<file path="src/design/boot_pkg.sv">
package boot_pkg;

  // boot state as seen by the host
  typedef enum logic [2:0] {
    STAT_IDLE    = 3'd0,
    STAT_BUSY    = 3'd1,
    STAT_DONE_OK = 3'd2,
    STAT_CRC_ERR = 3'd3,
    STAT_ABORTED = 3'd4
  } boot_status_e;

  // crc-16-ccitt, bits taken in the order they reach the target
  localparam logic [15:0] CRC_POLY = 16'h1021;
  localparam logic [15:0] CRC_INIT = 16'hFFFF;

  // buffer entries, also the number of credits the host starts with
  localparam int DEFAULT_FIFO_DEPTH = 8;

  // byte counter width, wide enough for large bitstreams
  localparam int DEFAULT_COUNT_W = 24;

endpackage

</file>
<file path="src/design/boot_byte_fifo.sv">
`timescale 1ns/1ps

module boot_byte_fifo import boot_pkg::*; #(
  parameter int FIFO_DEPTH = DEFAULT_FIFO_DEPTH
) (
  input  logic       clk,
  input  logic       reset,
  input  logic       start_pulse,
  input  logic       run,
  input  logic [7:0] host_data,
  input  logic       host_valid,
  input  logic       byte_take,
  output logic [7:0] fifo_data,
  output logic       fifo_avail,
  output logic       host_credit
);

  localparam int PTR_W = (FIFO_DEPTH > 1) ? $clog2(FIFO_DEPTH) : 1;
  localparam int CNT_W = $clog2(FIFO_DEPTH + 1);
  localparam logic [CNT_W-1:0] FULL_CNT = CNT_W'(FIFO_DEPTH);
  localparam logic [PTR_W-1:0] LAST_PTR = PTR_W'(FIFO_DEPTH - 1);

  logic [7:0]       mem [FIFO_DEPTH];
  logic [PTR_W-1:0] wr_ptr;
  logic [PTR_W-1:0] rd_ptr;
  logic [CNT_W-1:0] count;
  logic [PTR_W-1:0] wr_base;
  logic [PTR_W-1:0] rd_base;
  logic [CNT_W-1:0] cnt_base;
  logic             wr_en;
  logic             rd_en;

  function automatic logic [PTR_W-1:0] ptr_inc(input logic [PTR_W-1:0] p);
    return (p == LAST_PTR) ? '0 : p + 1'b1;
  endfunction

  // start pulse empties the buffer, a write in that same cycle still lands
  assign wr_base  = start_pulse ? '0 : wr_ptr;
  assign rd_base  = start_pulse ? '0 : rd_ptr;
  assign cnt_base = start_pulse ? '0 : count;

  // writes outside a run or into a full buffer are dropped
  assign wr_en = run && host_valid && (cnt_base != FULL_CNT);
  assign rd_en = byte_take && !start_pulse && (count != '0);

  assign fifo_data  = mem[rd_ptr];
  assign fifo_avail = (count != '0);

  always_ff @(posedge clk) begin
    if (wr_en) begin
      mem[wr_base] <= host_data;
    end
  end

  always_ff @(posedge clk) begin
    if (reset) begin
      wr_ptr      <= '0;
      rd_ptr      <= '0;
      count       <= '0;
      host_credit <= 1'b0;
    end else begin
      // one credit back per byte handed to the shifter
      host_credit <= rd_en;
      wr_ptr      <= wr_en ? ptr_inc(wr_base) : wr_base;
      rd_ptr      <= rd_en ? ptr_inc(rd_base) : rd_base;
      count       <= cnt_base + CNT_W'(wr_en) - CNT_W'(rd_en);
    end
  end

endmodule

</file>
<file path="src/design/boot_crc_tracker.sv">
`timescale 1ns/1ps

module boot_crc_tracker import boot_pkg::*; #(
  parameter int COUNT_W = DEFAULT_COUNT_W
) (
  input  logic               clk,
  input  logic               reset,
  input  logic               start_pulse,
  input  logic               sent_bit,
  input  logic               bit_strobe,
  output logic [15:0]        crc_value,
  output logic [COUNT_W-1:0] byte_count
);

  logic [15:0] crc_run;
  logic [15:0] crc_next;
  logic [2:0]  bit_cnt;

  // one step of the serial crc register
  function automatic logic [15:0] crc_step(input logic [15:0] crc, input logic din);
    logic fb;
    fb = crc[15] ^ din;
    return {crc[14:0], 1'b0} ^ (fb ? CRC_POLY : 16'h0000);
  endfunction

  assign crc_next = crc_step(crc_run, sent_bit);

  always_ff @(posedge clk) begin
    if (reset) begin
      crc_run    <= CRC_INIT;
      crc_value  <= CRC_INIT;
      bit_cnt    <= 3'd0;
      byte_count <= '0;
    end else if (start_pulse) begin
      crc_run    <= CRC_INIT;
      crc_value  <= CRC_INIT;
      bit_cnt    <= 3'd0;
      byte_count <= '0;
    end else if (bit_strobe) begin
      crc_run <= crc_next;
      bit_cnt <= bit_cnt + 3'd1;
      // published values move only on whole bytes
      if (bit_cnt == 3'd7) begin
        crc_value  <= crc_next;
        byte_count <= byte_count + 1'b1;
      end
    end
  end

endmodule

</file>
<file path="src/design/boot_status_arbiter.sv">
`timescale 1ns/1ps

module boot_status_arbiter import boot_pkg::*; (
  input  logic         clk,
  input  logic         reset,
  input  logic         boot_start,
  input  logic         abort,
  input  logic         cfg_done,
  input  logic         prog_done,
  input  logic [15:0]  crc_value,
  input  logic [15:0]  expected_crc,
  output logic         run,
  output logic         start_pulse,
  output boot_status_e status
);

  logic done_seen;
  logic crc_ok;

  // done pin only counts once this boot has pulsed prog
  assign done_seen = cfg_done && prog_done;
  assign crc_ok    = (crc_value == expected_crc);

  // run follows the busy state, so it drops with the verdict
  assign run = (status == STAT_BUSY);

  always_ff @(posedge clk) begin
    if (reset) begin
      status      <= STAT_IDLE;
      start_pulse <= 1'b0;
    end else begin
      start_pulse <= 1'b0;
      if (status != STAT_BUSY) begin
        if (boot_start) begin
          status      <= STAT_BUSY;
          start_pulse <= 1'b1;
        end
      end else if (abort) begin
        // abort wins over a done in the same cycle
        status <= STAT_ABORTED;
      end else if (done_seen) begin
        status <= crc_ok ? STAT_DONE_OK : STAT_CRC_ERR;
      end
    end
  end

endmodule

</file>
<file path="src/design/serial_boot_top.sv">
`timescale 1ns/1ps

module serial_boot_top import boot_pkg::*; #(
  parameter int FIFO_DEPTH = DEFAULT_FIFO_DEPTH,
  parameter int COUNT_W    = DEFAULT_COUNT_W
) (
  input  logic               clk,
  input  logic               reset,
  input  logic               boot_start,
  input  logic               abort,
  input  logic [7:0]         host_data,
  input  logic               host_valid,
  input  logic [15:0]        expected_crc,
  input  logic               cfg_done,
  output logic               host_credit,
  output logic               cfg_prog_n,
  output logic               cfg_cclk,
  output logic               cfg_din,
  output boot_status_e       status,
  output logic [COUNT_W-1:0] byte_count,
  output logic [15:0]        crc_value
);

  logic       run;
  logic       start_pulse;
  logic [7:0] fifo_data;
  logic       fifo_avail;
  logic       byte_take;
  logic       prog_done;
  logic       sent_bit;
  logic       bit_strobe;

  boot_byte_fifo #(
    .FIFO_DEPTH(FIFO_DEPTH)
  ) u_fifo (
    .clk(clk), .reset(reset), .start_pulse(start_pulse), .run(run),
    .host_data(host_data), .host_valid(host_valid), .byte_take(byte_take),
    .fifo_data(fifo_data), .fifo_avail(fifo_avail), .host_credit(host_credit)
  );

  serial_cfg_shifter u_shifter (
    .clk(clk), .reset(reset), .start_pulse(start_pulse), .run(run),
    .fifo_data(fifo_data), .fifo_avail(fifo_avail), .byte_take(byte_take),
    .cfg_prog_n(cfg_prog_n), .cfg_cclk(cfg_cclk), .cfg_din(cfg_din),
    .prog_done(prog_done), .sent_bit(sent_bit), .bit_strobe(bit_strobe)
  );

  boot_crc_tracker #(
    .COUNT_W(COUNT_W)
  ) u_tracker (
    .clk(clk), .reset(reset), .start_pulse(start_pulse),
    .sent_bit(sent_bit), .bit_strobe(bit_strobe),
    .crc_value(crc_value), .byte_count(byte_count)
  );

  boot_status_arbiter u_status (
    .clk(clk), .reset(reset), .boot_start(boot_start), .abort(abort),
    .cfg_done(cfg_done), .prog_done(prog_done), .crc_value(crc_value),
    .expected_crc(expected_crc), .run(run), .start_pulse(start_pulse),
    .status(status)
  );

endmodule

</file>
<file path="src/design/serial_cfg_shifter.sv">
`timescale 1ns/1ps

module serial_cfg_shifter (
  input  logic       clk,
  input  logic       reset,
  input  logic       start_pulse,
  input  logic       run,
  input  logic [7:0] fifo_data,
  input  logic       fifo_avail,
  output logic       byte_take,
  output logic       cfg_prog_n,
  output logic       cfg_cclk,
  output logic       cfg_din,
  output logic       prog_done,
  output logic       sent_bit,
  output logic       bit_strobe
);

  logic       prog_sent;
  logic       busy;
  logic       cclk;
  logic [2:0] bit_idx;
  logic [7:0] shift_byte;
  logic       last_high;

  // high phase of bit 7, the next byte can be fetched now
  assign last_high = busy && cclk && (bit_idx == 3'd7);

  // program pulse in the first run cycle, before prog_sent is set
  assign cfg_prog_n = !(run && !prog_sent);
  assign prog_done  = prog_sent;

  assign byte_take = run && prog_sent && !start_pulse && fifo_avail &&
                     (!busy || last_high);

  assign cfg_cclk = cclk;
  assign cfg_din  = shift_byte[0];
  assign sent_bit = shift_byte[0];

  // low phase cycle whose closing edge raises cclk,
  // so the tracker updates on the same edge the target samples
  assign bit_strobe = run && busy && !cclk;

  always_ff @(posedge clk) begin
    if (reset) begin
      prog_sent <= 1'b0;
      busy      <= 1'b0;
      cclk      <= 1'b0;
      bit_idx   <= 3'd0;
    end else if (!run) begin
      // clock parks low and the next run starts with a fresh program pulse
      prog_sent <= 1'b0;
      busy      <= 1'b0;
      cclk      <= 1'b0;
      bit_idx   <= 3'd0;
    end else begin
      prog_sent <= 1'b1;
      if (start_pulse) begin
        busy    <= 1'b0;
        cclk    <= 1'b0;
        bit_idx <= 3'd0;
      end else if (byte_take) begin
        busy    <= 1'b1;
        cclk    <= 1'b0;
        bit_idx <= 3'd0;
      end else if (busy) begin
        if (cclk) begin
          cclk <= 1'b0;
          if (bit_idx == 3'd7) begin
            // buffer ran dry, hold the clock low
            busy    <= 1'b0;
            bit_idx <= 3'd0;
          end else begin
            bit_idx <= bit_idx + 3'd1;
          end
        end else begin
          cclk <= 1'b1;
        end
      end
    end
  end

  // lsb first, advance once the high phase is over
  always_ff @(posedge clk) begin
    if (byte_take) begin
      shift_byte <= fifo_data;
    end else if (busy && cclk) begin
      shift_byte <= {1'b0, shift_byte[7:1]};
    end
  end

endmodule

</file>
<file path="config.mk">
export PLATFORM = sky130hd
export DESIGN_NAME = serial_boot_top
export DESIGN_NICKNAME = d
export VERILOG_FILES = /design/src/design/boot_pkg.sv /design/src/design/boot_byte_fifo.sv /design/src/design/boot_crc_tracker.sv /design/src/design/boot_status_arbiter.sv /design/src/design/serial_boot_top.sv /design/src/design/serial_cfg_shifter.sv
export SDC_FILE = /design/constraint.sdc
export NUM_CORES = 1
export LEC_CHECK = 0
export BUFFER_PORTS_ARGS = -buffer_cell sky130_fd_sc_hd__buf_4
export CAP_MARGIN = 0
export CORE_UTILIZATION = 48
export CTS_CLUSTER_DIAMETER = 30
export CTS_CLUSTER_SIZE = 20
export DETAILED_ROUTE_END_ITERATION = 12
export PLACE_DENSITY_LB_ADDON = 0.3
export SKIP_CTS_REPAIR_TIMING = 1
export SYNTH_ARGS = -nofsm -noshare
export SYNTH_HDL_FRONTEND = slang
export SYNTH_SLANG_ARGS = --single-unit
</file>
<file path="constraint.sdc">
create_clock -name clk -period 2.9 [get_ports clk]
set_input_delay 0.58 -clock clk [delete_from_list [all_inputs] [get_ports clk]]
set_output_delay 0.58 -clock clk [all_outputs]
set_load 0.01 [all_outputs]
</file>
==> flow_summary.json <==
{
  "grt_max_degree": 33,
  "grt_pass1_wl_um": 21390,
  "portBuffers": 76,
  "grt.met3_usage_pct": 5.184,
  "status": "complete, no violations",
  "vias_per_cell": 5.493,
  "synth_warnings": 0,
  "p_clk_share_pct": 45.5,
  "grt_usage_pct": 19.95,
  "grt_pass1_vias": 4444,
  "maxSlewHeadroom_pct": 44.86,
  "min_path_cells": 1,
  "tightest_slew_ns": 0.8260,
  "critical-path-top-delay-family": "adder cells",
  "clk_pin_slew_ns": 0.06,
  "crit_chain": "ha_1 -> ha_1 -> a21bo_2 -> and4_1 -> ha_1 -> inv_1 -> ha_1 -> inv_1 -> fa_1 -> xor2_1 -> nor2_1",
  "fin_nets": 691,
  "met2_usage_pct": 33.73,
  "grt-ovfl-total": 0,
  "r2r_cells": 11,
  "p_total_mw": 4.506,
  "cp_common_cell": "ha_1",
  "leakage_nw": 2.928,
  "vias": 4576,
  "place_congestion": 0.8224,
  "path_buf_inv": 2,
  "swShare_pct": 20.33,
  "start_util_pct": 49.94,
  "drv_cap": 0,
  "crit_fanout": 3,
  "drv_slew": 0,
  "seq_area_frac_synth_pct": 58.76,
  "synth-seq-cells": 152,
  "crit_path_start_kind": "flip-flop",
  "synth.most_common_cell": "nand2_1",
  "clock.fmax_mhz": 415.1,
  "regToRegSetupSlack_ns": 0.49,
  "r2r_start": "u_shifter.bit_idx[0]",
  "hold_viol": 0,
  "cts.sinks": 152,
  "core_um2": 12820,
  "hold_path_class": "in -> reg",
  "cp.required_ns": 3.21,
  "synth.top_cells.by_count": "nand2_1 (99), dfxtp_1 (80), edfxtp_1 (72)",
  "pwr-share-seq_pct": 50.4,
  "antenna_cells": 0,
  "ys_types": 49,
  "hpwl_um": 8908,
  "synth_area_leader_cell": "edfxtp_1",
  "power_frac_comb_pct": 4.0,
  "rows": 41,
  "period_needed_ns": 2.409,
  "final.setup.tns_ns": 0,
  "rsz0062_at_grt": "false",
  "netlist_area_um2": 6405,
  "drt_wl_total_um": 12950,
  "setup_viol": 0,
  "p_sw_mw": 0.9161,
  "setup.worst_path.end_class": "flip-flop",
  "die_w_um": 117.5,
  "crit_arrival_ns": 2.72,
  "h-tree-depth": 4,
  "die_h_um": 117.5,
  "synth_area_leaders": "edfxtp_1 (34%), dfxtp_1 (25%), nand2_1 (5.8%)",
  "synth_top_area_share_pct": 33.76,
  "holdPathEnd": "u_fifo.mem[6][2]",
  "ant_nets": 0,
  "slowest_delay_ns": 0.37,
  "synth_edf_count": 72,
  "crit_type": "reg -> reg",
  "ios": 77,
  "max-vdd-ir-drop_v": 0.0005355,
  "internal_power_mw": 3.590,
  "synth.avg_cell_area_um2": 11.28,
  "clock_latency_ns": 0.42,
  "clockRootBuffer": "clkbuf_16",
  "drt_first_pass_iters": 8,
  "busiest_layer": "met2",
  "drive_gt1_share_pct": 21.48,
  "die_area_um2": 13810,
  "finalClockSkew_ns": 0.007683,
  "antenna_found_initial": 0,
  "cts_tree": "built",
  "syn-num-nets": 611,
  "clockBufferDepth": 2,
  "post-route-period-util_pct": 83.07,
  "ys.flop_type": "dfxtp_1",
  "synthCells": 568,
  "wl_per_cell_um": 15.55,
  "cts_buffers": 17,
  "hold_start": "host_data[2]",
  "synthArstFlopShare_pct": 0,
  "drc": 0,
  "area_growth_pct": 20.92,
  "grt_use_met1_pct": 24.27,
  "power.density_nw_per_um2": 581.8,
  "r2r_end": "u_fifo.count[2]",
  "initialDrtViolationCount": 391,
  "slowest_stage": "fa_1"
}
-- cell families after synthesis --
family / Yosys count / synth area share (%)
AND/OR/NAND/NOR: 243 / 18.52
flip-flops: 152 / 58.76
AO/OA/AOI/OAI: 66 / 6.994
buffers and inverters: 43 / 2.578
XOR/XNOR: 31 / 4.239
multiplexers: 20 / 6.251
adder cells (fa/ha/maj): 13 / 2.657
-- flip-flops by register name, indices dropped and copies added, names as in the netlist --
name / count
u_tracker.crc_run: 16
u_fifo.wr_ptr: 3
u_tracker.byte_count: 24
u_shifter.shift_byte: 8
u_tracker.bit_cnt: 3
u_shifter.bit_idx: 3
u_fifo.count: 4
u_fifo.host_credit: 1
u_shifter.busy: 1
u_shifter.prog_done: 1
u_status.start_pulse: 1
u_fifo.mem: 64
u_shifter.cfg_cclk: 1
u_tracker.crc_value: 16
u_status.status: 3
u_fifo.rd_ptr: 3
-- layout make-up --
| class | count | area [um2] |
|---|---|---|
| clock buffer | 20 | 436.7 |
| sequential | 152 | 3764 |
| clock inverter | 12 | 108.9 |
| timing repair buffer | 92 | 690.7 |
| fill | 1044 | 5080 |
| multi-input combinational | 373 | 2485 |
| inverter | 12 | 45.04 |
| tap | 172 | 215.2 |
-- power by group through the flow --
stage	Combinational (mW)	Sequential, mW	Clock (mW)
floorplan	0.107	2.32	0
global placement	0.178	2.32	0
detailed placement	0.183	2.32	0
CTS	0.184	2.27	2.08
global route	0.201	2.27	2.18
finish	0.182	2.27	2.05
-- metrics by stage --
stage | worst slack (ns) | hold WS, ns | util (%) | cells | area, um2
6_report | 0.4911 | 0.3893 | 60.39 | 833 | 7745
3_3_place_gp | 0.5741 | 0.4425 | 56.14 | 801 | 7199
2_1_floorplan | 0.06274 | 0.4366 | - | 568 | 6411
3_5_place_dp | 0.4852 | 0.4550 | 56.14 | 801 | 7199
4_1_cts | 0.4737 | 0.3787 | 60.39 | 833 | 7745
5_1_grt | 0.3619 | 0.3837 | 60.39 | 833 | 7745
-- cells in the final DEF (no fill, tap or decap), drive strengths merged, types with 3 or more instances in the layout --
master  synthesis  routed
nand2          99      99
o211ai          9       9
nor4            6       6
nor2           31      31
nand4          11      11
a31oi           8       8
nor3b           4       4
ha             12      12
or2             3       3
a21oi          25      25
and3            4       4
or4            10      10
inv            11      11
xnor2          27      27
nand2b          6       6
nor3            5       5
mux2i           4       4
buf             4      92
o31ai           8       8
xor2            4       4
clkinv          1      11
dfxtp          80      80
edfxtp         72      72
or3             9       9
nand3          38      38
nor2b           7       7
clkbuf         27      20
and4            3       3
mux4           16      16
o21ai           3       3
-- worst max path at each step --
stage | to | start | cells after the start | slack, ns
after global routing | u_fifo.count[2] | u_shifter.bit_idx[0] | 11 | 0.36
after global placement | u_fifo.count[2] | u_shifter.bit_idx[0] | 11 | 0.57
final | u_fifo.count[2] | u_shifter.bit_idx[0] | 11 | 0.49
after CTS | u_fifo.count[2] | u_shifter.bit_idx[0] | 11 | 0.47
after detailed placement | u_fifo.count[2] | u_shifter.bit_idx[0] | 11 | 0.49
after floorplan | u_fifo.mem[2][0] | u_status.start_pulse | 6 | 0.06
-- routing by layer --
| metal | wire length, um | vias up |
|---|---|---|
| li1 | - | 2226 |
| met5 | 0 | - |
| met3 | 606 | 14 |
| met4 | 172 | 0 |
| met1 | 5729 | 2221 |
| met2 | 6444 | 115 |
(Power assumes the default switching activity.)
